[config.mk]
export PLATFORM = sky130hd
export DESIGN_NAME = key_expander_flat
export DESIGN_NICKNAME = d
export VERILOG_FILES = /design/src/logic/aes_types_pkg.sv /design/src/logic/sbox_lookup_if.sv /design/src/logic/key_expander.sv /design/src/flat_wrapper.sv
export SDC_FILE = /design/constraint.sdc
export NUM_CORES = 2
export LEC_CHECK = 0
export BUFFER_PORTS_ARGS = -buffer_cell sky130_fd_sc_hd__buf_2
export CORE_MARGIN = 2
export CORE_UTILIZATION = 50
export CTS_CLUSTER_DIAMETER = 30
export CTS_CLUSTER_SIZE = 14
export DETAILED_ROUTE_END_ITERATION = 10
export PLACE_DENSITY = 0.67
export SKIP_CTS_REPAIR_TIMING = 1
export SYNTH_ARGS = -nofsm -noshare
export SYNTH_HDL_FRONTEND = slang
export SYNTH_SLANG_ARGS = --single-unit
[constraint.sdc]
create_clock -name clk -period 24.7 [get_ports clk]
set_input_delay 4.94 -clock clk [delete_from_list [all_inputs] [get_ports clk]]
set_output_delay 4.94 -clock clk [all_outputs]
set_load 0.005 [all_outputs]
[src/logic/aes_types_pkg.sv]
package aes_types_pkg;

  typedef logic [7:0] byte_t;
  typedef logic [31:0] col_t;
  typedef logic [3:0] rkey_idx_t;

  // byte 0 and column 0 sit in the top bits
  typedef union packed {
    byte_t [0:15] bytes;
    col_t [0:3] cols;
  } aes_block_u;

  localparam rkey_idx_t NUM_ROUNDS = 4'd10;
  localparam int NUM_ROUND_KEYS = 11;

  // multiply by two in GF(2^8)
  function automatic byte_t xtime(byte_t b);
    return {b[6:0], 1'b0} ^ (b[7] ? 8'h1b : 8'h00);
  endfunction

endpackage

[src/logic/sbox_lookup_if.sv]
`timescale 1ns/1ps

interface sbox_lookup_if;
  import aes_types_pkg::*;

  logic req;
  logic grant;
  // four table addresses, one per byte lane
  col_t index;
  col_t result;

  modport engine (
    output req,
    output index,
    input  grant,
    input  result
  );

  modport arbiter (
    input  req,
    input  index,
    output grant,
    output result
  );

endinterface

[src/logic/key_expander.sv]
`timescale 1ns/1ps

module key_expander (
  input  logic                       clk,
  input  logic                       rst,
  input  logic                       key_start,
  input  aes_types_pkg::aes_block_u  key,
  sbox_lookup_if.engine              lookup,
  input  aes_types_pkg::rkey_idx_t   rk_index,
  output aes_types_pkg::aes_block_u  rk_data,
  output aes_types_pkg::rkey_idx_t   rk_avail,
  output logic                       key_ready
);
  import aes_types_pkg::*;

  logic busy;
  logic start;
  logic step;
  rkey_idx_t rk_count;
  byte_t rcon;
  col_t last_word;
  col_t sub_word;
  aes_block_u rk_cur;
  aes_block_u rk_next;
  aes_block_u rk_file [0:NUM_ROUND_KEYS-1];

  assign start = key_start && !busy;
  assign step = busy && lookup.grant;

  // rot word of the last column
  assign last_word = rk_cur.cols[3];
  assign lookup.req = busy;
  assign lookup.index = {last_word[23:0], last_word[31:24]};

  assign sub_word = lookup.result ^ {rcon, 24'h000000};

  // each word chains off the one before
  always_comb
  begin
    rk_next.cols[0] = sub_word ^ rk_cur.cols[0];
    rk_next.cols[1] = rk_next.cols[0] ^ rk_cur.cols[1];
    rk_next.cols[2] = rk_next.cols[1] ^ rk_cur.cols[2];
    rk_next.cols[3] = rk_next.cols[2] ^ rk_cur.cols[3];
  end

  always_ff @(posedge clk)
  begin
    if (rst)
    begin
      busy <= 1'b0;
      rk_count <= '0;
      rcon <= 8'h01;
    end
    else if (start)
    begin
      busy <= 1'b1;
      rk_count <= 4'd1;
      rcon <= 8'h01;
    end
    else if (step)
    begin
      rk_count <= rk_count + 4'd1;
      rcon <= xtime(rcon);
      if (rk_count == NUM_ROUNDS)
        busy <= 1'b0;
    end
  end

  always_ff @(posedge clk)
  begin
    if (start)
    begin
      rk_cur <= key;
      rk_file[0] <= key;
    end
    else if (step)
    begin
      rk_cur <= rk_next;
      rk_file[rk_count] <= rk_next;
    end
  end

  assign rk_data = rk_file[rk_index];
  // old keys are stale from the start edge on
  assign rk_avail = start ? '0 : rk_count;
  assign key_ready = !busy;

  req_held: assert property (@(posedge clk) disable iff (rst)
    lookup.req && !lookup.grant |=> lookup.req && $stable(lookup.index));

endmodule

[src/flat_wrapper.sv]
// flat-port wrapper written by rule: the top's interface ports become plain ports
module key_expander_flat import aes_types_pkg::*;
  (clk, rst, key_start, key, rk_index, rk_data, rk_avail, key_ready, lookup_req, lookup_index, lookup_grant, lookup_result);
  sbox_lookup_if lookup_i ();
  input  logic clk;
  input  logic rst;
  input  logic key_start;
  input  aes_types_pkg::aes_block_u key;
  input  aes_types_pkg::rkey_idx_t rk_index;
  output aes_types_pkg::aes_block_u rk_data;
  output aes_types_pkg::rkey_idx_t rk_avail;
  output logic key_ready;
  output wire logic [$bits(lookup_i.req)-1:0] lookup_req;
  output wire logic [$bits(lookup_i.index)-1:0] lookup_index;
  input wire logic [$bits(lookup_i.grant)-1:0] lookup_grant;
  input wire logic [$bits(lookup_i.result)-1:0] lookup_result;
  assign lookup_req = lookup_i.req;
  assign lookup_index = lookup_i.index;
  assign lookup_i.grant = lookup_grant;
  assign lookup_i.result = lookup_result;
  key_expander u_core (.clk(clk), .rst(rst), .key_start(key_start), .key(key), .lookup(lookup_i), .rk_index(rk_index), .rk_data(rk_data), .rk_avail(rk_avail), .key_ready(key_ready));
endmodule
# ---- Word-level counts from Yosys, hierarchy flattened
# Memory sizes are Yosys's and may differ from the RTL's.
# Cells that the tools add are included.
dict set report op_classes {
  add_sub_neg 1
  n_reduce_logical 8
  mul 0
  div_mod_pow 0
  magnitude_cmp 0
  bitwise 6
  n_shift 0
  eq_ne 1
  n_mux 17
}
# operator count
set op_table {}
lappend op_table {{128-bit 2-to-1 mux} 3}
lappend op_table {{32-bit bitwise XOR} 5}
lappend op_table {{128-bit OR reduction} 1}
lappend op_table {{1-bit 2-to-1 mux} 11}
lappend op_table {{4-bit 2-to-1 mux} 2}
lappend op_table {{8-bit bitwise XOR} 1}
lappend op_table {{5-bit 2-to-1 mux} 1}
lappend op_table {{4-bit by 1-bit adder with 4-bit output (second input constant)} 1}
lappend op_table {{4-bit == test (second input constant)} 1}
lappend op_table {{2-bit nonzero test} 2}
lappend op_table {{1-bit logical AND} 2}
lappend op_table {{2-bit AND reduction} 1}
lappend op_table {{2-bit OR reduction} 1}
lappend op_table {{1-bit logical NOT} 1}
dict set report word_totals {
  reg_bits 141
  mem_bits_ro 0
  mem_count 1
  latch_bits 0
  word_cells 39
  out_inout_bits 166
  input_bits 168
  ramBits 1408
}
# name words word_bits rd rd_clocked_by_memory_dff write_ports line
set memory_table {}
lappend memory_table {u_core.rk_file 11 128 1 0 1 key_expander.sv:25} ;# aes_block_u rk_file [0:NUM_ROUND_KEYS-1];

# ---- Longest topological paths before layout
dict set report logic_depth {
  depth_word 7
  depth_mapped 9
}

# ---- Worst setup path after synthesis
# No wires, ideal clock.
dict set report synth_timing {
  path_type {input to register}
  start {input port lookup_grant}
  end {memory u_core.rk_file[6][0] (netlist bit) (enable)}
  cell_stages 4
  arrival_time_ns 18.474
  slack_ns 5.251
  path_buffers 1
  t_required_ns 23.725
  setup_time_ns 0.975
  path_cell_list {and2_1 clkbuf_1 nand2_1 nor4b_1}
}
dict set report synth_between {
  elab_chain_cells 6
  word_cells_on_any_way 7
}
# element line
set synth_rtl {}
lappend synth_rtl {{start: declaration} flat_wrapper.sv:15} ;# input wire logic [$bits(lookup_i.grant)-1:0] lookup_grant;
lappend synth_rtl {{1-bit logical AND (*)} key_expander.sv:28} ;# assign step = busy && lookup.grant;
lappend synth_rtl {{1-bit 2-to-1 mux (*)} key_expander.sv:76} ;# else if (step)
lappend synth_rtl {{1-bit 2-to-1 mux (*)} key_expander.sv:71} ;# if (start)
lappend synth_rtl {{1-bit 2-to-1 mux (implied by the code) (*)} key_expander.sv:79} ;# rk_file[rk_count] <= rk_next;
lappend synth_rtl {{128-bit OR reduction (no line)} n/a}
lappend synth_rtl {{4-bit 2-to-1 mux (no line) / 1-bit 2-to-1 mux (equally long branches)} n/a}
lappend synth_rtl {{end: declaration} key_expander.sv:25}
# Every way passes the cells marked *; elsewhere a longest branch is shown, timed or not.

==> qor.txt <==
Via/cell ratio: 5.96
Met2 wire length: 82700 um
Via count: 37800
Detailed Place HPWL: 101000 um
Status: finished, final reports clean
Synthesis-to-layout area growth: 22.2%
Maximum VDD drop: 0.0000818 V
Final worst path period need: 13.73 ns
Finished layout cell area: 0.0772 sq mm
Clock sink total: 1549
Overall power: 8.00 mW
Syn avg cell area: 15.9 sq um
Period utilisation layout: 55.6%
Cell total after placement: 5770
Startpoint Class: input pin
Worst setup EP type: output pin
Fill cells: 9148
Max Used Layer: met5
Die height: 359 um
H-tree lvl count: 5
Worst EP required: 19.76 ns
Synth area leader: edfxtp_1
1st-iter DRT viols: 4531
Arr. time, crit path: 8.79 ns
Met3 routed WL: 19400 um
Placed instance area: 0.0665 sq mm
WL met1: 73100 um
FF+latch area: 0.0464 sq mm
CTS Root Cell: clkbuf_16
Total track usage: 27.6%
Largest net degree at the start of global routing: 156
I/O pins: 334
Reg2Reg Launch Point: u_core.lookup.req$_SDFFE_PP0P_
Setup TNS: 0 ns
Synthesized flop and latch total: 1549
Die area: 0.129 sq mm
CP max stage delay: 0.79 ns
Clk_skew: 0.0639 ns
GRT overflow: 0
ANT nets after route: 0
Type of the worst setup path: in2out
Register area share after synthesis: 73.4%
CTS Buf Count: 318
Leakage: 28.1 nW
R2r endpoint: u_core.rk_file[2][61]$_DFFE_PP_
Most numerous cell on the critical path: buf_4
Final setup violation count: 0
Global-route wire length before repair: 257000 um
Top FF cell, synth: edfxtp_1
Initial antenna violation count: 40
Max_cap viols: 0
Cells along the critical path: buf_8 > buf_12 > buf_4 > buf_4 > mux2_2 > o22ai_1 > a221o_1 > o21ai_1 > buf_2
Gate Count Post-Synth: 3970
FP Rows: 130
Share of layout cells above drive strength 1: 25.6%
Peak Freq: 72.8 MHz
Final WL: 181000 um
Clk pin slew, worst setup/hold paths: 0.05 ns
Warnings from Yosys: 0
Count leader, synth: edfxtp_1
Asr flop ratio synth: 0%
Port buffer count: 333
Worst min path class: reg2reg
WL per Instance: 28.5 um
Synth cell count leaders: edfxtp_1 (1536), nand2_1 (499), mux2i_1 (384), o21ai_0 (303), mux2_2 (256)
Area share of the largest cell type after synthesis: 73.0%
Vias in the first global route: 37100
Top cells by area, synth: edfxtp_1 (73%), mux2i_1 (6.1%), mux2_2 (4.6%), nand2_1 (3.0%), o21ai_0 (2.4%)
Max Root-Sink Buffers: 4
FF-to-FF setup slack: 20.52 ns
GPL Wtd Cong: 0.822
Crit path from: rk_index[1]
Cell area after synthesis: 0.0632 sq mm
Starting density of the core: 50.3%
Crit-path max FO: 155
Fin. max-slew vios: 0
Multi-input gate area: 0.0155 sq mm
DRC viols: 0
CTS tree: built
Cell Count, Final, Fillers Out: 6339
Pwr/cell area: 104 mW/mm^2
DRT Pass-1 Iters: 5
Unrepaired setup endpoints after global routing: no
Number of distinct library cells after synthesis: 33
Crit path to: rk_data[46]
EDFF count, synth: 1536
Worst Max-Slew Pin Slew: 1.45 ns
Core area: 0.126 sq mm
Worst r2r path cells: 6
Post-route setup slack: 10.97 ns
Post-Syn Nets: 4140
Slowest CP cell: buf_4
Relative slew margins: 2.79%
Layout Nets: 4611
Hold Vio Cnt, Final: 0
Core Util, Final: 61.5%
Pre-CTS WS: 10.99 ns
Final hold slack: 0.482 ns
Chip width: 359 um
Worst skew pair latency: 0.91 ns
==> routing by layer <==
metal	up-vias	global-route usage, %
li1	16300	-
met1	19100	37.9
met2	1971	42.3
met3	350	7.93
met4	42	9.91
met5	-	0
==> layout make-up <==
| cell class | count | share of cell area [%] |
|---|---|---|
| tap | 1650 | 2.67 |
| clock buffer | 363 | 10.8 |
| antenna | 9 | 0.0292 |
| timing repair buffer | 433 | 3.27 |
| inverter | 2 | 0.00972 |
| sequential | 1549 | 60.1 |
| clock inverter | 196 | 2.99 |
| multi-input combinational | 2137 | 20.1 |
==> layout by cell type, fill, tap and decap left out, types with 37 or more instances in the layout <==
cell type,netlist,final
buf_4,49,93
a221o_1,128,128
nor2_1,77,74
clkbuf_16,0,328
o21ai_0,303,292
bufinv_16,0,44
a21oi_1,69,69
clkinv_2,0,37
o22ai_1,128,128
o21ai_1,129,140
xor2_1,58,58
edfxtp_1,1536,1536
buf_2,70,330
mux2_2,256,256
mux2i_1,384,384
xnor3_1,40,40
nand2_1,499,494
==> state kept, by name, indices dropped and copies added (netlist names) <==
register	flops
u_core.lookup.req	1
u_core.rcon	8
u_core.rk_count	4
u_core.rk_cur	128
u_core.rk_file	1408
==> power by group <==
part / internal (mW) / switching, mW / leakage [nW]
Clock: 2.87 / 1.36 / 5.13
Sequential: 3.05 / 0.0386 / 14.1
Combinational: 0.208 / 0.474 / 8.81
Total: 6.13 / 1.87 / 28.1
==> logic make-up (layout without fill, tap and decap cells) <==
family                     after synthesis  count (layout)  synth area share (%)
muxes                                  640             640                  10.6
buffers and inverters                  284             994                  2.20
AOI/OAI and AO/OA                      762             762                  7.32
xor gates and xnor gates               134             134                  2.73
other                                    0               9                     0
DFF                                   1549            1549                  73.4
and+or+nand+nor                        599             599                  3.65
adders and majority gates                2               2                0.0396
==> how the worst min path moves through the flow <==
stage                           startpoint                           to  cells past startpoint
5_1_grt        u_core.rcon[6]$_SDFFE_PP0N_  u_core.rcon[6]$_SDFFE_PP0N_                      2
6_report       u_core.rcon[6]$_SDFFE_PP0N_  u_core.rcon[6]$_SDFFE_PP0N_                      2
3_3_place_gp   u_core.rcon[6]$_SDFFE_PP0N_  u_core.rcon[6]$_SDFFE_PP0N_                      2
4_1_cts        u_core.rcon[5]$_SDFFE_PP0N_  u_core.rcon[5]$_SDFFE_PP0N_                      2
3_5_place_dp   u_core.rcon[5]$_SDFFE_PP0N_  u_core.rcon[6]$_SDFFE_PP0N_                      2
2_1_floorplan  u_core.rcon[5]$_SDFFE_PP0N_  u_core.rcon[6]$_SDFFE_PP0N_                      2
==> critical path: cells and delay by family <==
| family | cells | cell delay [ns] |
|---|---|---|
| buf+inv | 5 | 2.67 |
| compound gates | 3 | 0.63 |
| mux | 1 | 0.28 |
(Power assumes the default switching activity.)
