$ cat config.mk
export PLATFORM = sky130hd
export DESIGN_NAME = sbox_arbiter_flat
export DESIGN_NICKNAME = d
export VERILOG_FILES = /design/src/logic/aes_types_pkg.sv /design/src/logic/aes_map_pkg.sv /design/src/logic/sbox_lookup_if.sv /design/src/logic/sbox_arbiter.sv /design/src/flat_wrapper.sv
export SDC_FILE = /design/constraint.sdc
export NUM_CORES = 1
export LEC_CHECK = 0
export ABC_AREA = 1
export BUFFER_PORTS_ARGS = -buffer_cell sky130_fd_sc_hd__buf_4
export CAP_MARGIN = 10
export CORE_AREA = 2 2 76 78
export DETAILED_ROUTE_END_ITERATION = 8
export DIE_AREA = 0 0 78 80
export PLACE_DENSITY_LB_ADDON = 0.15
export SYNTH_ARGS = -nofsm -noshare
export SYNTH_HDL_FRONTEND = slang
export SYNTH_SLANG_ARGS = --single-unit
$ cat constraint.sdc
create_clock -name clk -period 2.2 [get_ports clk]
set_input_delay 0.11 -clock clk [delete_from_list [all_inputs] [get_ports clk]]
set_output_delay 0.11 -clock clk [all_outputs]
set_load 0.01 [all_outputs]
$ cat src/logic/aes_types_pkg.sv
package aes_types_pkg;

  typedef logic [7:0] byte_t;
  typedef logic [31:0] col_t;
  typedef logic [3:0] rkey_idx_t;

  // byte 0 and column 0 sit in the top bits
  typedef union packed {
    byte_t [0:15] bytes;
    col_t [0:3] cols;
  } aes_block_u;

  localparam rkey_idx_t NUM_ROUNDS = 4'd10;
  localparam int NUM_ROUND_KEYS = 11;

  // multiply by two in GF(2^8)
  function automatic byte_t xtime(byte_t b);
    return {b[6:0], 1'b0} ^ (b[7] ? 8'h1b : 8'h00);
  endfunction

endpackage

$ cat src/logic/aes_map_pkg.sv
package aes_map_pkg;

  localparam int ADDR_W = 5;

  // rows 0 to 15 of the table while this bit is clear
  localparam int TABLE_SEL_BIT = 4;

  localparam logic [ADDR_W-1:0] ADDR_KEY = 5'd16;
  localparam logic [ADDR_W-1:0] ADDR_TEXT = 5'd17;

  // arbiter requester ids
  localparam logic REQ_KEY = 1'b0;
  localparam logic REQ_CIPHER = 1'b1;

endpackage

$ cat src/logic/sbox_lookup_if.sv
`timescale 1ns/1ps

interface sbox_lookup_if;
  import aes_types_pkg::*;

  logic req;
  logic grant;
  // four table addresses, one per byte lane
  col_t index;
  col_t result;

  modport engine (
    output req,
    output index,
    input  grant,
    input  result
  );

  modport arbiter (
    input  req,
    input  index,
    output grant,
    output result
  );

endinterface

$ cat src/logic/sbox_arbiter.sv
`timescale 1ns/1ps

module sbox_arbiter (
  input  logic                 clk,
  input  logic                 rst,
  sbox_lookup_if.arbiter       key_port,
  sbox_lookup_if.arbiter       cipher_port,
  output aes_types_pkg::col_t  rd_index,
  input  aes_types_pkg::col_t  rd_data
);
  import aes_map_pkg::*;

  logic last_winner;

  // on a tie the engine that lost last time wins
  assign key_port.grant = key_port.req &&
                          (!cipher_port.req || last_winner == REQ_CIPHER);
  assign cipher_port.grant = cipher_port.req &&
                             (!key_port.req || last_winner == REQ_KEY);

  assign rd_index = cipher_port.grant ? cipher_port.index : key_port.index;

  assign key_port.result = rd_data;
  assign cipher_port.result = rd_data;

  always_ff @(posedge clk)
  begin
    if (rst)
      last_winner <= REQ_CIPHER;
    else if (key_port.grant)
      last_winner <= REQ_KEY;
    else if (cipher_port.grant)
      last_winner <= REQ_CIPHER;
  end

  // a refused requester is served on the next cycle
  key_waits_once: assert property (@(posedge clk) disable iff (rst)
    key_port.req && !key_port.grant |=> !key_port.req || key_port.grant);

  cipher_waits_once: assert property (@(posedge clk) disable iff (rst)
    cipher_port.req && !cipher_port.grant |=> !cipher_port.req || cipher_port.grant);

endmodule

$ cat src/flat_wrapper.sv
// flat-port wrapper written by rule: the top's interface ports become plain ports
module sbox_arbiter_flat import aes_map_pkg::*;
  (clk, rst, rd_index, rd_data, key_port_req, key_port_index, key_port_grant, key_port_result, cipher_port_req, cipher_port_index, cipher_port_grant, cipher_port_result);
  sbox_lookup_if key_port_i ();
  sbox_lookup_if cipher_port_i ();
  input  logic clk;
  input  logic rst;
  output aes_types_pkg::col_t rd_index;
  input  aes_types_pkg::col_t rd_data;
  input wire logic [$bits(key_port_i.req)-1:0] key_port_req;
  input wire logic [$bits(key_port_i.index)-1:0] key_port_index;
  output wire logic [$bits(key_port_i.grant)-1:0] key_port_grant;
  output wire logic [$bits(key_port_i.result)-1:0] key_port_result;
  input wire logic [$bits(cipher_port_i.req)-1:0] cipher_port_req;
  input wire logic [$bits(cipher_port_i.index)-1:0] cipher_port_index;
  output wire logic [$bits(cipher_port_i.grant)-1:0] cipher_port_grant;
  output wire logic [$bits(cipher_port_i.result)-1:0] cipher_port_result;
  assign key_port_i.req = key_port_req;
  assign key_port_i.index = key_port_index;
  assign key_port_grant = key_port_i.grant;
  assign key_port_result = key_port_i.result;
  assign cipher_port_i.req = cipher_port_req;
  assign cipher_port_i.index = cipher_port_index;
  assign cipher_port_grant = cipher_port_i.grant;
  assign cipher_port_result = cipher_port_i.result;
  sbox_arbiter u_core (.clk(clk), .rst(rst), .key_port(key_port_i), .cipher_port(cipher_port_i), .rd_index(rd_index), .rd_data(rd_data));
endmodule
After elaboration in Yosys (flattened, before gate mapping)
Cells that the tools add are included.
{ "op_classes": {"muxes": 3, "n_bitwise": 1, "reduce_logical": 7} }
{ "ops": {"columns": ["cell", "count"], "rows": [
  ["2-to-1 mux 32 bit", 1],
  ["logical AND 1 bit", 2],
  ["zero test 1 bit", 2],
  ["logical OR 1 bit", 2],
  ["2-to-1 mux 1 bit", 2],
  ["nonzero test 2 bit", 1],
  ["NOT 1 bit", 1]
]} }
{ "totals": {"regBits": 1} }

Depth between registers and ports, before layout
Gate-level depths: netlist of run 1.
{ "logic_depth": {"ltp_word": 5, "ltp_mapped": 5, "depth_no_buf": 4} }

Least setup slack after synthesis of run 1
OpenSTA, ideal clock, no wires.
{ "synth_timing": {"path_type": "register -> output", "start": "register u_core.last_winner", "end": "output rd_index[12]", "arrival_time_ps": 787, "required_time_ps": 2090, "setup_slack_ps": 1303, "path_stages_with_launch": 5, "n_path_buf": 1, "cell_sequence": "dfxtp_1 nand2_4 buf_2 nand3_1 nand2_1"} }
{ "synth_between": {"elab_chain_len": 4} }
{ "synth_rtl": {"columns": ["item", "line_no", "source"], "rows": [
  ["start: declaration", "sbox_arbiter.sv:13", "logic last_winner;"],
  ["start signal: assignment", "sbox_arbiter.sv:29", "last_winner <= REQ_CIPHER;"],
  ["start signal: assignment", "sbox_arbiter.sv:31", "last_winner <= REQ_KEY;"],
  ["start signal: assignment", "sbox_arbiter.sv:33", "last_winner <= REQ_CIPHER;"],
  ["NOT 1 bit", "sbox_arbiter.sv:19", "(!key_port.req || last_winner == REQ_KEY);"],
  ["logical OR 1 bit", "sbox_arbiter.sv:19", null],
  ["logical AND 1 bit", "sbox_arbiter.sv:18", "assign cipher_port.grant = cipher_port.req &&"],
  ["2-to-1 mux 32 bit", "sbox_arbiter.sv:21", "assign rd_index = cipher_port.grant ? cipher_port.index : key_port.index;"],
  ["end: declaration", "flat_wrapper.sv:8", "output aes_types_pkg::col_t rd_index;"]
]} }
Every way passes these cells.

Worst setup path after layout of run 1
{ "layout_timing": {"start": "register u_core.last_winner", "end": "output rd_index[15]"} }
Same word-level chain as after synthesis.

==> run summary, run 1 <==
RUN STATUS
------------------------------------------------------------------------------------
Run status                                                                 completed

SYNTH
------------------------------------------------------------------------------------
Post-synthesis net count                                                         278
Count of yosys warnings during synthesis                                           0
Number of unique standard cell types used by synthesis                            11
Flops & latches, synth                                                             1
Sequential area share after synthesis                                          1.94%
Syn Std Cell Area                                                           1030 um2
Gate count after technology mapping                                              178
Mean post-synth cell area                                                   5.79 um2

TIMING
------------------------------------------------------------------------------------
Final Hold Violating Endpoints                                                     0
Final worst path period share                                                  59.0%
Final slew viol count                                                              0
Setup violation total in the final timing report                                   0
Final-layout setup total negative slack                                         0 ps
Max frequency                                                                771 MHz
Min cycle time layout                                                        1300 ps
Worst slew margin                                                              73.0%
Setup repair after global routing missed its margin                            false
Worst-Margin Slew                                                             405 ps
Worst setup skew after layout                                                   0 ps

PWR
------------------------------------------------------------------------------------
Total leakage power                                                         0.800 nW
Power share of the sequential group                                             6.4%
Largest voltage drop on the vdd net                                        0.0951 mV
Part of the total power dissipated in the clock network                           0%
Total power density per cell area                                         248 nW/um2
Combinational cell fraction of total power                                     93.6%
Proportion of total power due to net switching                                 41.6%
Switching power of the nets                                                 0.136 mW
Cell Int Power                                                              0.191 mW

DETAILED ROUTING
------------------------------------------------------------------------------------
Detailed Route Iter0 Violations                                                   15
Remaining DRCs                                                                     0
Antenna Violating Nets Remaining                                                   0
First-pass iteration count of the detailed router                                  2
Number of vias after detailed routing                                          1,073
Post-DR wirelength/cell                                                      11.2 um
Total detailed-routing wirelength                                            3110 um
Via/cell ratio                                                                  3.87

GRT
------------------------------------------------------------------------------------
Largest net degree at the start of global routing                                 35
Grt ovf                                                                            0
GRT Total Usage                                                                9.00%
First-pass GRT wire length                                                   4810 um
Initial antenna violation count                                                    0
Vias in the first global route                                                 1,053

CRITICAL PATH
------------------------------------------------------------------------------------
Source of the critical timing path                                      u_core.last_winner
Series of cell instances along the critical path                        nand2_4 > nand2_8 > nand2_1 > nand2_1 > buf_4
Worst setup slack for register-to-register paths                             1110 ps
Cell occurring most often along the worst timing path                        nand2_1
Required time at the worst-slack endpoint                                    2090 ps
Terminus of the critical flop-to-flop path                              u_core.last_winner
Top Family by Delay on Critical Path                                    simple AND/OR/NAND/NOR gates
Critical path start-end classification                                  flop to primary output
Number of cells on the worst reg-to-reg path                                       3
Worst reg2reg path startpoint                                           u_core.last_winner
Sort of element at the start of the critical path                               flop
Capture point of the critical path                                      rd_index[15]
Worst-path maximum fanout                                                         34
Cell depth of the worst setup path                                                 5
Data arrival time of the critical path                                       1190 ps
Type of destination of the critical path                                primary output
Delay contributed by the slowest stage of the critical path                   310 ps
CP max stage cell                                                            dfxtp_1
Count of buffering cells on the critical path with inverters included              1

FLOORPLAN
------------------------------------------------------------------------------------
IO Pins                                                                          198
Number of placement rows                                                          27
Floorplan die width                                                            78 um
Die boundary height                                                            80 um
Area of the die                                                             6240 um2
Area of the core region                                                     5410 um2
Starting Density                                                               19.1%

LAYOUT
------------------------------------------------------------------------------------
Largest register FFs                                                               1
Post-route core utilization                                                    24.4%
Commonest non-fill, non-tap cells in the layout                         101 x buf_4, 65 x nand2_1, 32 x nand3_1
Layout overhead on the synthesized area                                        28.3%
Share of layout cells above drive strength 1                                   50.2%
Fill cell total of the finished layout                                           635
Leading registers by flop count                                         u_core.last_winner x1
Final antenna diode count                                                          0
Most common cell after layout, fill and taps aside                             buf_4
Largest Register                                                        u_core.last_winner
Net total in the final layout                                                    307

CTS
------------------------------------------------------------------------------------
Clock transition at the registers of the reported paths                         0 ps
Number of buffers inserted to repair setup after CTS                               0
Hold buffer count at cts                                                           0
Count of cells resized by post-cts repair                                          0
Clk Latency, worst-skew pair                                                    0 ps

PLACE
------------------------------------------------------------------------------------
Port buffer count                                                                101
Final GP Congestion                                                            0.657
Half-perimeter wire length after placement                                   2370 um

FLOW RUN
------------------------------------------------------------------------------------
Count of maximum capacitance violations                                            0

HOLD PATH
------------------------------------------------------------------------------------
Path type of the worst min-delay path                                   primary input to primary output

==> synth_stat cells <==
library cell / count / area [um2]
nand2_8: 1 / 20.0
buf_6: 3 / 33.8
buf_4: 67 / 503
dfxtp_1: 1 / 20.0
inv_1: 2 / 7.51
a21oi_1: 1 / 5.00
o21ai_0: 1 / 5.00
nand2_1: 65 / 244
nand2_4: 1 / 11.3
nand3_1: 32 / 160
buf_2: 4 / 20.0
==> worst reg2reg max path: stages (launching register included) <==
cell and delay, ps:
dfxtp_1 340, nand2_4 240, nand2_8 300, nand2_1 80
==> final cells by class <==
class	count	area (um2)	area share, %
sequential	1	20.0	1.52
multi-input combinational	101	445	33.7
inverter	2	7.51	0.568
timing repair buffer	101	758	57.4
tap	72	90.1	6.82
==> metrics by stage <==
step           hold WS, ps  worst slack (ps)  power, mW  area, um2  std cells
2_1_floorplan          198              1300      0.273       1030        178
3_3_place_gp           220               881      0.333       1320        277
3_5_place_dp           220               864      0.333       1320        277
4_1_cts                220               867      0.334       1320        277
5_1_grt                220               755      0.363       1320        277
6_report               220               903      0.328       1320        277
==> worst min-delay path by stage <==
| stage | startpoint | endpoint | slack, ps | cells past startpoint |
|---|---|---|---|---|
| 6_report | rd_data[14] | cipher_port_result[14] | 220 | 0 |
| 5_1_grt | rd_data[3] | cipher_port_result[3] | 220 | 0 |
| 4_1_cts | rd_data[11] | cipher_port_result[11] | 220 | 0 |
| 3_5_place_dp | rd_data[11] | cipher_port_result[11] | 220 | 0 |
| 3_3_place_gp | rd_data[11] | cipher_port_result[11] | 220 | 0 |
| 2_1_floorplan | rst | u_core.last_winner | 200 | 2 |
==> routing by layer <==
metal	share of wire (%)	routed length (um)	track usage, %
met1	34	1060	9.54
met2	51	1580	17.5
met3	12	368	1.58
met4	3.1	96	3.51
met5	0	0	0
==> kinds of logic (layout without fill, tap and decap cells) <==
kind of cell | after synthesis | after routing | synth area share (%)
buf+inv | 76 | 103 | 54.8
simple gates | 99 | 99 | 42.3
compound gates | 2 | 2 | 0.971
flops | 1 | 1 | 1.94
==> power by group through the flow <==
stage | logic, mW | clock network, mW | registers, mW
final | 0.307 | 0 | 0.0210
after global routing | 0.342 | 0 | 0.0212
after CTS | 0.313 | 0 | 0.0211
after detailed placement | 0.312 | 0 | 0.0211
after global placement | 0.312 | 0 | 0.0210
after floorplan | 0.252 | 0 | 0.0209
Note: power is estimated with default switching activity, not from simulation.
==> inputs of run 2 (changes only) <==
Settings changed: ABC_AREA 1 to 0, CORE_AREA 2 2 76 78 to 2 2 77 79, DIE_AREA 0 0 78 80 to 0 0 79 81.
Clock period 2.2 ns to 1.2 ns, I/O delays scaled along.
==> run summary, run 2 <==
TIMING
---------------------------------------------------------------------------
Worst-Margin Slew                                                    151 ps   -254 ps
Slack of the critical path                                         -54.9 ps   -958 ps
Max frequency                                                       797 MHz
Setup repair after global routing missed its margin                    true
Minimum hold slack                                                   120 ps   -100 ps
Min cycle time layout                                               1250 ps
Final worst path period share                                          105%
Final Hold Violating Endpoints                                            0   unchanged
Setup violation total in the final timing report                         29   +29
Final slew viol count                                                     0   unchanged
Worst setup skew after layout                                          0 ps   unchanged
Worst slew margin                                                     89.8%   +17 points

GRT
---------------------------------------------------------------------------
Met1 routing resource usage after global routing                      6.10%   -3.4 points
Vias in the first global route                                          923   -12%
First-pass GRT wire length                                          4600 um   -4.3%
Met2 GRT Util                                                         22.1%   +4.6 points
Largest net degree at the start of global routing                        24   -31%
Grt ovf                                                                   0   unchanged
Met3 track demand over resource in global routing                     2.78%   +1.2 points
GRT Total Usage                                                       9.26%   +0.26 points
Initial antenna violation count                                           0   unchanged
Gr busiest metal                                                       met2

LAYOUT
---------------------------------------------------------------------------
Layout overhead on the synthesized area                               51.1%
Post-route core utilization                                           25.2%   +0.73 points
Most common cell after layout, fill and taps aside                    buf_4
Post-Layout Inst Area                                              1430 um2   +8.1%
Commonest non-fill, non-tap cells in the layout                88 x buf_4, 17 x mux2_2, 15 x mux2_4, 15 x buf_6
Fill cell total of the finished layout                                  619   -2.5%
Share of layout cells above drive strength 1                          97.2%   +47 points
Leading registers by flop count                                u_core.last_winner x1
Largest Register                                               u_core.last_winner
Final antenna diode count                                                 0   unchanged
Net total in the final layout                                           245   -20%
Largest register FFs                                                      1   unchanged

DETAILED ROUTING
---------------------------------------------------------------------------
Antenna Violating Nets Remaining                                          0   unchanged
Detailed Route Iter0 Violations                                          19   +4
Total detailed-routing wirelength                                   3450 um   +11%
Number of vias after detailed routing                                   806   -25%
Remaining DRCs                                                            0   unchanged
Post-DR wirelength/cell                                             15.8 um   +41%
Via/cell ratio                                                         3.70   -4.6%
First-pass iteration count of the detailed router                         4   +2

SYNTH
---------------------------------------------------------------------------
Number of enable flip-flop cells after synthesis                          0   unchanged
Main area contributors after synthesis                         buf_4 51%, mux2_2 37%, buf_6 3.6%, dfxtp_1 2.1%, a21boi_4 2.0%
Count of yosys warnings during synthesis                                  0   unchanged
Main combinational cell family by area after synthesis         buffers and inverters
Simple-Gate Fraction of Synth Area                                    1.06%   -41 points
Gate count after technology mapping                                     106   -40%
Top_reg_cell synth                                                  dfxtp_1
Post-synthesis xor/xnor area fraction                                    0%   unchanged
Syn Std Cell Area                                                   946 um2   -8.1%
Post-synthesis net count                                                206   -26%
Flops & latches, synth                                                    1   unchanged
Async set-reset flop share out of synthesis                              0%   unchanged
Mean post-synth cell area                                          8.92 um2   +54%
Compound-gate portion of the synthesized area                         3.57%   +2.6 points
Fraction of synthesized area in multiplexers                          38.5%   +38 points
Number of unique standard cell types used by synthesis                   11   unchanged
Synth top cells by count                                       64 x buf_4, 31 x mux2_2, 3 x buf_6
Post-synthesis cell type with the largest combined area               buf_4
Area fraction of the dominant cell type after synthesis               50.8%   +1.9 points
Sequential area share after synthesis                                 2.12%   +0.17 points
Most repeated cell in the gate-level netlist after synthesis          buf_4
Post-synthesis adder-cell area fraction                                  0%   unchanged

FLOORPLAN
---------------------------------------------------------------------------
Area of the core region                                            5680 um2   +5.0%
Number of placement rows                                                 28   +3.7%
Die boundary height                                                   81 um   +1.3%
Starting Density                                                      16.7%   -2.4 points
Floorplan die width                                                   79 um   +1.3%
Area of the die                                                    6400 um2   +2.5%
IO Pins                                                                 198   unchanged

CRITICAL PATH
---------------------------------------------------------------------------
Type of destination of the critical path                       primary output
Number of cells on the worst reg-to-reg path                              3   unchanged
Critical path start-end classification                         flop to primary output
Required time at the worst-slack endpoint                           1140 ps   -950 ps
Sort of element at the start of the critical path                      flop
Worst-path maximum fanout                                                23   -32%
Data arrival time of the critical path                              1190 ps   about the same

FLOW RUN
---------------------------------------------------------------------------
Count of maximum capacitance violations                                   0   unchanged

PWR
---------------------------------------------------------------------------
Total power density per cell area                                461 nW/um2   +86%
Power after layout                                                 0.659 mW   +100%
Largest voltage drop on the vdd net                                0.211 mV   +120%
Total leakage power                                                0.738 nW   -7.8%

RUN STATUS
---------------------------------------------------------------------------
Violated checks                                                setup timing
Run status                                                     complete, but fails checks

CTS
---------------------------------------------------------------------------
Clk Latency, worst-skew pair                                           0 ps   unchanged
Number of buffers inserted to repair setup after CTS                      0   unchanged
Clock transition at the registers of the reported paths                0 ps   unchanged
Hold buffer count at cts                                                  0   unchanged

HOLD PATH
---------------------------------------------------------------------------
Path type of the worst min-delay path                          primary input to primary output
Cell count of the worst hold path                                         0   unchanged

PLACE
---------------------------------------------------------------------------
Setup slack at placement                                           -72.0 ps   -936 ps
Port buffer count                                                       101   unchanged
Final GP Congestion                                                   0.703   +7.1%
Instance area at placement                                         1320 um2   -0.19%

-- run 2: changes by cell type after synthesis, sizes merged, moves of 2 or more --
cell    previous run  this run
mux2               0        32
a21boi             0         2
nand3             32         0
nand2             67         1
buf               74        67
-- run 2: stage by stage --
stage	setup TNS, ps	instances
4_1_cts	-1140	218
6_report	-774	218
2_1_floorplan	0	106
3_5_place_dp	-1680	218
5_1_grt	-2380	218
3_3_place_gp	-654	218
-- run 2: cells by family after synthesis --
logic type	after synthesis
compound gates	3
mux	32
buf+inv	68
simple gates	2
flops	1
-- run 2: cell type report --
| class | instances | area, um2 | area share (%) |
|---|---|---|---|
| well taps | 75 | 93.8 | 6.57 |
| flip-flops and latches | 1 | 21.3 | 1.49 |
| inverters | 1 | 3.75 | 0.263 |
| repair buffers | 104 | 850 | 59.5 |
| multi-input cells | 37 | 460 | 32.2 |
-- run 2: worst paths after layout --
check / slack (ps) / to / startpoint
worst max register to register: 190 / u_core.last_winner / u_core.last_winner
worst min-delay path: 120 / cipher_port_result[5] / rd_data[5]
worst min register to register: 620 / u_core.last_winner / u_core.last_winner
worst max-delay path: -50 / rd_index[10] / u_core.last_winner
-- run 2: per-layer routing --
metal  part of all wire, %  up-vias
li1                      -      359
met1                    23      343
met2                    61       79
met3                    13       25
met4                   3.3        0
met5                     0        -
-- run 2: what timing repair did --
item	CTS	global route
endpoints found under the setup margin	32	32
gates cloned	0	0
gates resized for setup	22	8
endpoints found under the hold margin	0	0
pin swaps	0	0
-- run 2: critical path, stage by stage (launching register included) --
cell      delay (ps)
dfxtp_2          310
a21boi_4         160
buf_12           210
mux2_2           350
buf_4            140
-- run 2: power breakdown --
group / internal, mW / switching (mW)
Combinational: 0.413 / 0.206
Sequential: 0.0370 / 0.00256
Clock: 0 / 0
Total: 0.450 / 0.209
