===== config.mk =====
export PLATFORM = sky130hd
export DESIGN_NAME = cipher_round_flat
export DESIGN_NICKNAME = d
export VERILOG_FILES = /design/src/logic/aes_types_pkg.sv /design/src/logic/sbox_lookup_if.sv /design/src/logic/cipher_round.sv /design/src/flat_wrapper.sv
export SDC_FILE = /design/constraint.sdc
export NUM_CORES = 1
export LEC_CHECK = 0
export ABC_AREA = 1
export BUFFER_PORTS_ARGS = -buffer_cell sky130_fd_sc_hd__buf_4
export CAP_MARGIN = 20
export CORE_MARGIN = 8
export CORE_UTILIZATION = 61
export CTS_CLUSTER_SIZE = 28
export DETAILED_ROUTE_END_ITERATION = 7
export PLACE_DENSITY = 0.87
export RECOVER_POWER = 100
export SLEW_MARGIN = 0
export SYNTH_ARGS = -nofsm -noshare
export SYNTH_HDL_FRONTEND = slang
export SYNTH_SLANG_ARGS = --single-unit

===== constraint.sdc =====
create_clock -name clk -period 14.3 [get_ports clk]
set_input_delay 0.715 -clock clk [delete_from_list [all_inputs] [get_ports clk]]
set_output_delay 0.715 -clock clk [all_outputs]
set_load 0.005 [all_outputs]

===== src/logic/aes_types_pkg.sv =====
package aes_types_pkg;

  typedef logic [7:0] byte_t;
  typedef logic [31:0] col_t;
  typedef logic [3:0] rkey_idx_t;

  // byte 0 and column 0 sit in the top bits
  typedef union packed {
    byte_t [0:15] bytes;
    col_t [0:3] cols;
  } aes_block_u;

  localparam rkey_idx_t NUM_ROUNDS = 4'd10;
  localparam int NUM_ROUND_KEYS = 11;

  // multiply by two in GF(2^8)
  function automatic byte_t xtime(byte_t b);
    return {b[6:0], 1'b0} ^ (b[7] ? 8'h1b : 8'h00);
  endfunction

endpackage


===== src/logic/sbox_lookup_if.sv =====
`timescale 1ns/1ps

interface sbox_lookup_if;
  import aes_types_pkg::*;

  logic req;
  logic grant;
  // four table addresses, one per byte lane
  col_t index;
  col_t result;

  modport engine (
    output req,
    output index,
    input  grant,
    input  result
  );

  modport arbiter (
    input  req,
    input  index,
    output grant,
    output result
  );

endinterface


===== src/logic/cipher_round.sv =====
`timescale 1ns/1ps

module cipher_round (
  input  logic                       clk,
  input  logic                       rst,
  input  logic                       enc_start,
  input  aes_types_pkg::aes_block_u  text,
  sbox_lookup_if.engine              lookup,
  output aes_types_pkg::rkey_idx_t   rk_index,
  input  aes_types_pkg::aes_block_u  rk_data,
  input  aes_types_pkg::rkey_idx_t   rk_avail,
  output logic                       enc_ready,
  output aes_types_pkg::aes_block_u  dout
);
  import aes_types_pkg::*;

  logic busy;
  logic loaded;
  logic combine;
  logic start_wait;
  logic load_state;
  logic sub_we;
  logic round_done;
  rkey_idx_t round;
  logic [1:0] col;
  aes_block_u st;
  aes_block_u sub;
  aes_block_u shifted;
  aes_block_u mixed;
  aes_block_u round_out;

  function automatic col_t mix_col(col_t c);
    byte_t a0;
    byte_t a1;
    byte_t a2;
    byte_t a3;
    a0 = c[31:24];
    a1 = c[23:16];
    a2 = c[15:8];
    a3 = c[7:0];
    return {xtime(a0) ^ xtime(a1) ^ a1 ^ a2 ^ a3,
            a0 ^ xtime(a1) ^ xtime(a2) ^ a2 ^ a3,
            a0 ^ a1 ^ xtime(a2) ^ xtime(a3) ^ a3,
            xtime(a0) ^ a0 ^ a1 ^ a2 ^ xtime(a3)};
  endfunction

  // row r rotates left by r columns
  always_comb
  begin
    for (int c = 0; c < 4; c++)
    begin
      for (int r = 0; r < 4; r++)
      begin
        shifted.bytes[4*c + r] = st.bytes[4*((c + r) % 4) + r];
      end
    end
  end

  always_comb
  begin
    for (int c = 0; c < 4; c++)
    begin
      mixed.cols[c] = mix_col(sub.cols[c]);
    end
  end

  // last round has no mix columns
  assign round_out = (round == NUM_ROUNDS) ? sub : mixed;

  assign start_wait = (enc_start && !busy) || (busy && !loaded);
  assign load_state = start_wait && rk_avail != '0;
  assign lookup.req = loaded && !combine;
  assign lookup.index = shifted.cols[col];
  assign sub_we = lookup.req && lookup.grant;
  assign round_done = combine && rk_avail > round;

  always_ff @(posedge clk)
  begin
    if (rst)
    begin
      busy <= 1'b0;
      loaded <= 1'b0;
      combine <= 1'b0;
      round <= '0;
      col <= '0;
    end
    else
    begin
      if (enc_start && !busy)
        busy <= 1'b1;
      if (load_state)
      begin
        loaded <= 1'b1;
        round <= 4'd1;
      end
      if (sub_we)
      begin
        col <= col + 2'd1;
        if (col == 2'd3)
          combine <= 1'b1;
      end
      if (round_done)
      begin
        combine <= 1'b0;
        if (round == NUM_ROUNDS)
        begin
          busy <= 1'b0;
          loaded <= 1'b0;
          round <= '0;
        end
        else
          round <= round + 4'd1;
      end
    end
  end

  always_ff @(posedge clk)
  begin
    if (load_state)
      st.cols <= text.cols ^ rk_data.cols;
    else if (round_done)
      st.cols <= round_out.cols ^ rk_data.cols;
    if (sub_we)
      sub.cols[col] <= lookup.result;
  end

  assign rk_index = round;
  assign enc_ready = !busy;
  assign dout = st;

  start_when_ready: assert property (@(posedge clk) disable iff (rst)
    enc_start |-> enc_ready);

endmodule


===== src/flat_wrapper.sv =====
// flat-port wrapper written by rule: the top's interface ports become plain ports
module cipher_round_flat import aes_types_pkg::*;
  (clk, rst, enc_start, text, rk_index, rk_data, rk_avail, enc_ready, dout, lookup_req, lookup_index, lookup_grant, lookup_result);
  sbox_lookup_if lookup_i ();
  input  logic clk;
  input  logic rst;
  input  logic enc_start;
  input  aes_types_pkg::aes_block_u text;
  output aes_types_pkg::rkey_idx_t rk_index;
  input  aes_types_pkg::aes_block_u rk_data;
  input  aes_types_pkg::rkey_idx_t rk_avail;
  output logic enc_ready;
  output aes_types_pkg::aes_block_u dout;
  output wire logic [$bits(lookup_i.req)-1:0] lookup_req;
  output wire logic [$bits(lookup_i.index)-1:0] lookup_index;
  input wire logic [$bits(lookup_i.grant)-1:0] lookup_grant;
  input wire logic [$bits(lookup_i.result)-1:0] lookup_result;
  assign lookup_req = lookup_i.req;
  assign lookup_index = lookup_i.index;
  assign lookup_i.grant = lookup_grant;
  assign lookup_i.result = lookup_result;
  cipher_round u_core (.clk(clk), .rst(rst), .enc_start(enc_start), .text(text), .lookup(lookup_i), .rk_index(rk_index), .rk_data(rk_data), .rk_avail(rk_avail), .enc_ready(enc_ready), .dout(dout));
endmodule

== After elaboration in Yosys (flattened, before gate mapping) ==
Index checks and enable logic that the tools add are counted.

* Add/subtract/negate cells: 2
* Order comparisons: 3
* Equality and inequality tests: 2
* Muxes and demuxes: 34
* Bitwise gates (word level): 83
* Reduce and logical (&&, ||, !) cells: 15

{| class="wikitable"
|+ Operators by type and width
! kind !! count
|-
| 8-bit XOR || 80
|-
| 128-bit two-way mux || 3
|-
| 128-bit XOR || 2
|-
| 128-bit bitwise mux || 1
|-
| 32-bit two-way mux || 3
|-
| 5-bit two-way mux || 16
|-
| 32-bit binary-select mux with 2-bit select || 1
|-
| 32-bit demux with 2-bit select || 1
|-
| 4-bit two-way mux || 3
|-
| 1-bit logical AND || 7
|-
| 1-bit two-way mux || 6
|-
| 4-bit by 1-bit adder with 4-bit output (second input constant) || 1
|-
| 4-bit equality test (second input constant) || 1
|-
| 4-bit > comparator || 1
|-
| 4-bit nonzero test || 1
|-
| 3-bit >= comparator (second input constant) || 1
|-
| 1-bit zero test || 3
|-
| 3-bit by 1-bit less-than comparator with 1-bit output (second input constant) || 1
|-
| 2-bit inverter with 3-bit output || 1
|-
| 2-bit by 1-bit adder with 2-bit output (second input constant) || 1
|-
| 2-bit equality test (second input constant) || 1
|-
| 2-bit AND reduction || 1
|-
| 2-bit nonzero test || 1
|-
| 2-bit OR reduction || 1
|-
| 1-bit logical OR || 1
|}

* Register bits: 265
* Input port bits: 296
* Logic and storage cells: 146

== Depth between registers and ports, before layout ==
Gate-level depths: netlist of the first run.

* Word-level depth: 10
* Depth in mapped cells: 14
* Gate-level depth less buffers: 13

== Worst setup path before layout of the first run ==
No wires, ideal clock.

* Path type: input port to flip-flop
* From: input port rk_avail[1]
* To: register u_core.round[3] (netlist: u_core.rk_index[3])
* Setup time: 0.124 ns
* Arrival time: 4.530 ns
* Data required time: 14.176 ns
* Path slack: 9.647 ns
* Stages: 10
* Path buffers: 0
* Cell sequence: ha_1 -> inv_1 -> nor2_1 -> nor2_1 -> o21ai_0 -> nand2_1 -> nand2_1 -> inv_2 -> nand3_1 -> o31ai_1

* Cells in the longest elaborated chain, start to end: 3

{| class="wikitable"
|+ RTL lines
! item !! line !! source
|-
| start, declared || flat_wrapper.sv:11 || <nowiki>input aes_types_pkg::rkey_idx_t rk_avail;</nowiki>
|-
| 4-bit > comparator / 4-bit nonzero test (equally long branches) || cipher_round.sv:75, cipher_round.sv:71 ||
|-
| 1-bit logical AND (on tied branches) || cipher_round.sv:75, cipher_round.sv:71 ||
|-
| 4-bit two-way mux / 2-bit nonzero test (equally long branches) || - ||
|-
| end signal, assigned || cipher_round.sv:112 || <nowiki>round <= round + 4'd1;</nowiki>
|-
| end, declared || cipher_round.sv:24 || <nowiki>rkey_idx_t round;</nowiki>
|}

Parallel ways exist; a longest one is shown, timed or not.
A chain may end at the register's enable or synchronous reset.

== Worst setup path in the final report of the first run ==
* From: register u_core.round[3] (netlist: u_core.rk_index[3])
* To: register u_core.st, in the netlist u_core.dout[1] (enable)

* Cells in the longest elaborated chain, start to end: 3

{| class="wikitable"
|+ RTL lines
! item !! line !! source
|-
| 4-bit > comparator || cipher_round.sv:75 || <nowiki>assign round_done = combine && rk_avail > round;</nowiki>
|-
| 1-bit logical AND || cipher_round.sv:75 ||
|-
| 2-bit nonzero test (no line) || - ||
|-
| end, declared || cipher_round.sv:26 || <nowiki>aes_block_u st;</nowiki>
|}

No other way between the ends.

==> results by group, run 1 <==
Outcome
  – Status: complete, but fails checks
  – Failing checks: max-capacitance violations, max-slew violations

STA
  – TNS Setup: 0 ps
  – Final WS setup: around 6100 ps
  – Max frequency: ~120 MHz
  – Final Skew: roughly 24 ps
  – Slew headroom: -218%
  – Fin. Hold Viols: 0
  – Hold_ws: approximately 350 ps
  – Crit share post-route: approximately 58%
  – Slew Limit Fails: between 600 and 700
  – Worst Max-Slew Pin Slew: between 4000 and 5000 ps
  – RSZ-0062 raised after global routing: false
  – Final Setup Violations: 0
  – Final Critical Period: approximately 8200 ps

Worst setup path
  – Worst setup path end: u_core.dout[1]$_DFFE_PP_
  – Crit-path slowest cell: clkbuf_1
  – Critical path type: flip-flop to flip-flop
  – RR Startpoint: u_core.rk_index[3]$_SDFFE_PP0P_
  – Worst setup path start: u_core.rk_index[3]$_SDFFE_PP0P_
  – Worst-path cell chain: clkbuf_1 > inv_1 > ha_1 > nand2_1 > o21ai_0 > nand2_1 > nand2_1 > clkbuf_1
  – Startpoint types: flip-flop
  – Reg2Reg Depth: 8
  – Worst path max stage delay: about 3400 ps
  – Max Fanout on Critical Path: 76
  – WP data arrival: 8300 ps
  – CP bufs+invs: 3
  – Reg2Reg Setup Slack: 6060 ps
  – Critical Path Stages: 8
  – CP dominant cell by count: nand2_1
  – CP Data Required Time: 14,360 ps
  – Reg-to-Reg End: u_core.dout[1]$_DFFE_PP_
  – Crit-path leading delay family: buffers and inverters
  – Critical Path End Type: flip-flop

Yosys
  – Syn Area/Cell: just over 7 µm²
  – Seq cells post-synth: approximately 270
  – Synthesis Warnings: 0
  – Largest area contributor in the netlist: edfxtp_1
  – Post-Syn Area: ~0.021 mm²
  – Synth area leaders: edfxtp_1, nand2_1, inv_1
  – Net Count, Synth: about 3,300
  – Post-Syn Instances: roughly 3,000
  – Post-synth top cells: nand2_1, inv_1, edfxtp_1
  – Post-synth EDFFs: roughly 260
  – Sequential element share of the synthesized area: between 30 and 40%
  – Ys async rst share: 0%
  – Cell variety after synth: 38
  – Top FF cell, synth: edfxtp_1
  – Top-area cell type share of the netlist area: 35.8%
  – Count leader, synth: nand2_1

Pwr
  – P_int: ~1.6 mW
  – Maximum vdd drop: 0.120 mV
  – Clock share of power: 34.4%
  – Overall Power: 2.41 mW
  – Sw frac: between 30% and 40%
  – Reg power frac: 42.6%
  – Leak Pwr: 12.7 nW
  – PwrDens: about 95 mW/mm²
  – Sw power: between 700 and 800 µW
  – Comb pwr share: between 20 and 25%

Clocking
  – Worst-path clk slew: 60 ps
  – Num CTS Buffers: 30
  – Clock sinks: roughly 270
  – Worst-case clock buffer depth: 3
  – Post-CTS Hold Buffers: 0
  – CTS tree: done
  – Cts repair resizes: 0
  – Post-CTS Setup Bufs: 0
  – Root buffer cell: clkbuf_16
  – H-Tree Depth: 1
  – Clk_lat worst skew: approximately 580 ps

Floorplan
  – Die span in x: 204 µm
  – Die area: just over 0.04 mm²
  – Row cnt: 68
  – Core area: 0.0346 mm²
  – I/O pins: between 400 and 500
  – Die span in y: approximately 200 µm
  – Initial Util: ~62%

Run
  – # Max-Cap Violations: 10

GRT
  – Initial antenna violation count: 16
  – Vias in the first global route: 21,414
  – Largest net degree at the start of global routing: between 150 and 200
  – First-pass GRT wire length: 135 mm
  – GRT Total Usage: ~43%
  – GRT overflow: 0

Finish
  – Area Overhead vs Synth: 18.9%
  – Non-filler instance count after layout: roughly 3,900
  – Final Util: 73.6%
  – Footprint of the multi-input gates: 0.0114 mm²
  – Finished Cell Area: 0.0255 mm²
  – Nets: 3,672
  – Layout cells sized above 1: about 14%
  – Filler cell count: 2,765
  – Sequential Area: around 0.008 mm²

Drt
  – First-pass DRT Iterations: 7
  – Post-Route WL: roughly 95 mm
  – Post-DRT Antenna Nets: 0
  – DR WL/cell: roughly 25 µm
  – DR iter-0 viols: about 3,500
  – Residual DRC: 0
  – Routed via count: about 24,000
  – Vias/cell: 6.10

Place
  – Dpl ws: roughly 10,000 ps
  – Port bufs: approximately 460
  – Placer Congestion: 1.05
  – Post-Place Cells: between 3,000 and 4,000
  – Placed wire-length estimate: between 70 and 80 mm
  – Post-DP Area: around 0.025 mm²

Hold path
  – Worst min path class: input port to flip-flop
## power groups by stage
stage	clock network, mW	registers (mW)	logic [mW]
after floorplan	0	0.983	0.282
final	0.830	1.03	0.556
after detailed placement	0	1.04	0.557
after global routing	0.846	1.02	0.599
after CTS	0.822	1.02	0.561
after global placement	0	1.04	0.538
## worst reg2reg max path: cells and delay by family (launching register included)
family	cells	cell delay (ps)
adders and majority gates	1	400
and+or+nand+nor	3	1870
AOI/OAI and AO/OA	1	160
buffers and inverters	3	4850
DFF	1	320
## state kept, by name, summed over array words and instances, names as in the netlist
name and count:
u_core.loaded 1, u_core.sub 128, u_core.busy 1, u_core.dout 128
u_core.col 2, u_core.combine 1, u_core.rk_index 4
## cells by family (layout without fill, tap and decap cells)
kind of cell / after synthesis / count (layout) / synth area share [%]
simple gates: 1637 / 1637 / 33.3
buf+inv: 509 / 889 / 10.1
compound gates: 331 / 331 / 8.73
flops: 265 / 265 / 36.7
xor+xnor: 257 / 257 / 10.6
fa+ha+maj: 10 / 10 / 0.583
other cells: 0 / 14 / 0
## layer usage
layer / share of wire (%) / up-vias / GRT usage, % / wire length, µm
met5: 0.037 / - / 0 / 35
met4: 7.0 / 4 / 25.2 / 6680
met3: 14 / 414 / 9.31 / 13000
met2: 44 / 1938 / 66.9 / 41600
met1: 36 / 10776 / 55.9 / 34000
li1: - / 10396 / - / -
## cells in the final DEF (no fill, tap or decap), drive strengths merged, types with 107 or more instances in the layout
cell type,instances
nand2,1056
inv,361
buf,270
edfxtp,256
clkbuf,238
nand3,232
o21ai,226
xor2,144
nor2,118
xnor2,113
or2,107
## cell type report
class	count	area share (%)
Inverter	359	5.28
Clock inverter	22	0.976
Tap cell	455	2.23
Clock buffer	33	3.07
Sequential cell	265	30.9
Antenna cell	14	0.137
Multi-Input combinational cell	2235	44.8
Timing Repair Buffer	475	12.6
## worst min path at each step
stage,from,endpoint,slack (ps),cells past startpoint
6_report,rst,u_core.rk_index[1]$_SDFFE_PP0P_,350,2
5_1_grt,rst,u_core.rk_index[1]$_SDFFE_PP0P_,350,2
4_1_cts,rst,u_core.rk_index[1]$_SDFFE_PP0P_,340,2
3_5_place_dp,u_core.loaded$_SDFF_PP0_,u_core.loaded$_SDFF_PP0_,490,2
3_3_place_gp,u_core.loaded$_SDFF_PP0_,u_core.loaded$_SDFF_PP0_,480,2
2_1_floorplan,u_core.loaded$_SDFF_PP0_,u_core.loaded$_SDFF_PP0_,460,2
(Power assumes the default switching activity.)
==> inputs of run 2 (changes only) <==
--- a/config.mk
+++ b/config.mk
@@ -9,10 +9,10 @@
 export BUFFER_PORTS_ARGS = -buffer_cell sky130_fd_sc_hd__buf_4
 export CAP_MARGIN = 20
 export CORE_MARGIN = 8
-export CORE_UTILIZATION = 61
+export CORE_UTILIZATION = 56
 export CTS_CLUSTER_SIZE = 28
 export DETAILED_ROUTE_END_ITERATION = 7
-export PLACE_DENSITY = 0.87
+export PLACE_DENSITY = 0.81
 export RECOVER_POWER = 100
 export SLEW_MARGIN = 0
 export SYNTH_ARGS = -nofsm -noshare
==> constraint.sdc (replaced) <==
create_clock -name clk -period 7.6 [get_ports clk]
set_input_delay 0.38 -clock clk [delete_from_list [all_inputs] [get_ports clk]]
set_output_delay 0.38 -clock clk [all_outputs]
set_load 0.005 [all_outputs]
==> run 2 against run 1 <==
Effect of this change:
- the flow finishes with violations (design-rule violations, max-capacitance violations, max-slew violations)
- final cell count increased by 1.5%
- worst hold slack got worse by 280 ps
- utilization decreased by 6.2 points
- register-to-register slack got worse by 3700 ps
- first-iteration DRC count decreased by 13%
- worst setup slack got worse by 3900 ps
- clock power increased by 76%
- flip-flop and latch count unchanged
- via count decreased by 2.4%
- power increased by 83%
==> results by group, run 2 (synthesis gave the netlist of run 1 again) <==
STA
  – Slew headroom: -102% (+120 points)
  – Final Setup Violations: 0 (unchanged)
  – Worst Max-Slew Pin Slew: 3040 ps (-1730 ps)
  – Final Critical Period: approximately 5400 ps
  – Hold_ws: 69.7 ps (-283 ps)
  – Crit share post-route: between 70% and 80%
  – Final Skew: 10.5 ps (-13.1 ps)
  – TNS Setup: 0 ps (unchanged)
  – RSZ-0062 raised after global routing: false
  – Fin. Hold Viols: 0 (unchanged)
  – Slew Limit Fails: 312 (-50%)
  – Final WS setup: 2150 ps (-3900 ps)
  – Max frequency: about 180 MHz

Clocking
  – Clock sinks: 265 (unchanged)
  – Post-CTS Setup Bufs: 0 (unchanged)
  – Worst-path clk slew: 60 ps (about the same)
  – Cts repair resizes: 0 (unchanged)
  – Root buffer cell: clkbuf_16
  – Clk_lat worst skew: 580 ps (about the same)
  – Post-CTS Hold Buffers: 1 (+1)
  – CTS tree: done
  – Worst-case clock buffer depth: 3 (unchanged)
  – Num CTS Buffers: 31 (+3.3%)
  – H-Tree Depth: 1 (unchanged)

Drt
  – DR WL/cell: 23.9 µm (-3.1%)
  – Residual DRC: 2 (+2)
  – Routed via count: 22,963 (-2.4%)
  – Vias/cell: 5.87 (-3.8%)
  – Post-Route WL: 93.7 mm (-1.7%)
  – DR iter-0 viols: 3,027 (-13%)
  – First-pass DRT Iterations: 8 (+1)
  – Post-DRT Antenna Nets: 0 (unchanged)

Finish
  – Filler cell count: 3,349 (+21%)
  – Nets: 3,672 (unchanged)
  – Footprint of the multi-input gates: 0.0114 mm² (about the same)
  – Layout cells sized above 1: 12.9% (-0.98 points)
  – Commonest cells after routing, fill and taps aside: nand2_1, inv_1, buf_4
  – Area Overhead vs Synth: 18.5%
  – Commonest non-fill, non-tap cell in the layout: nand2_1
  – Sequential Area: 0.00787 mm² (about the same)

Pwr
  – PwrDens: 174 mW/mm² (+84%)
  – Clock share of power: 33.1% (-1.3 points)
  – Leak Pwr: 12.6 nW (-0.91%)
  – Maximum vdd drop: 0.193 mV (+61%)
  – Comb pwr share: 23.6% (+0.6 points)
  – Reg power frac: 43.3% (+0.7 points)
  – Sw frac: 32.6% (+0.65 points)
  – Sw power: 1.44 mW (+87%)
  – P_int: 2.98 mW (+81%)

GRT
  – Initial antenna violation count: 15 (-1)
  – GRT overflow: 0 (unchanged)
  – First-pass GRT wire length: 133 mm (-1.6%)
  – M2 GR Usage: 62.1% (-4.8 points)
  – GR peak layer: met2
  – M3 GR Usage: 9.36% (+0.047 points)
  – Met1 Track Usage GR: 50.6% (-5.3 points)
  – GRT Total Usage: 39.9% (-3.5 points)
  – Vias in the first global route: 21,008 (-1.9%)
  – Largest net degree at the start of global routing: 185 (-2.6%)

Run
  – # Max-Cap Violations: 7 (-3)

Floorplan
  – I/O pins: 462 (unchanged)
  – Core area: 0.0377 mm² (+8.8%)
  – Die span in x: 212 µm (+4.0%)
  – Die span in y: 212 µm (+4.0%)
  – Initial Util: 56.9% (-5.0 points)
  – Die area: 0.0448 mm² (+8.2%)
  – Row cnt: 71 (+4.4%)

Place
  – Dpl ws: 3650 ps (-6620 ps)
  – Placed wire-length estimate: 75.1 mm (-0.66%)
  – Placer Congestion: 1.07 (+1.8%)
  – Port bufs: 461 (unchanged)

Worst setup path
  – Critical Path End Type: primary output
  – Max Fanout on Critical Path: 67 (-12%)
  – Critical path type: flip-flop to primary output
  – Startpoint types: flip-flop
  – WP data arrival: 5070 ps (-3230 ps)
  – CP Data Required Time: 7220 ps (-7140 ps)

Outcome
  – Status: complete, but fails checks
  – Failing checks: design-rule violations, max-capacitance violations, max-slew violations

Hold path
  – Worst min path class: input port to flip-flop
## run 2: path summary, 6_finish.rpt
| check | start | end | slack (ps) | depth (start not counted) |
|---|---|---|---|---|
| min | rk_data[114] | u_core.dout[114]$_DFFE_PP_ | 70 | 3 |
| min reg2reg | u_core.loaded$_SDFF_PP0_ | u_core.loaded$_SDFF_PP0_ | 530 | 2 |
| max reg2reg | u_core.col[0]$_SDFFE_PP0P_ | u_core.sub[63]$_DFFE_PP_ | 2320 | 7 |
| max | u_core.col[0]$_SDFFE_PP0P_ | lookup_index[23] | 2150 | 6 |
## run 2: final cells by class
type,instances,share of cell area (%)
repair buffers,474,12.3
flip-flops and latches,265,31.0
clock buffers,37,3.14
diodes,14,0.138
well taps,511,2.52
multi-input cells,2235,45.0
inverters,359,5.30
clock inverters,20,0.655
## run 2: through the flow
step / utilization (%) / instance area [µm²] / power (mW) / cells
after global placement: 66.0 / 24900 / 2.98 / 3842
after global routing: 67.4 / 25400 / 4.55 / 3914
final: 67.5 / 25400 / 4.42 / 3915
after floorplan: - / 21400 / 2.38 / 3009
after detailed placement: 66.0 / 24900 / 3.01 / 3842
after CTS: 68.6 / 25800 / 4.44 / 3900
## run 2: power groups by stage
stage	clock [mW]	combinational, mW	sequential, mW
2_1_floorplan	0	0.531	1.85
3_3_place_gp	0	1.05	1.93
3_5_place_dp	0	1.08	1.93
4_1_cts	1.46	1.09	1.90
5_1_grt	1.50	1.14	1.91
6_report	1.46	1.04	1.91
## run 2: routing by layer
metal  wire (µm)  vias up
met5          31        -
met2       41700     1615
met3       11400      322
li1            -    10383
met4        6230        4
met1       34300    10639
## run 2: critical path, cell delays in order, from the launching register on
cell,delay [ps]
dfxtp_1,310
clkbuf_1,2130
inv_1,530
buf_4,510
o21ai_0,610
o22ai_1,130
clkbuf_1,190
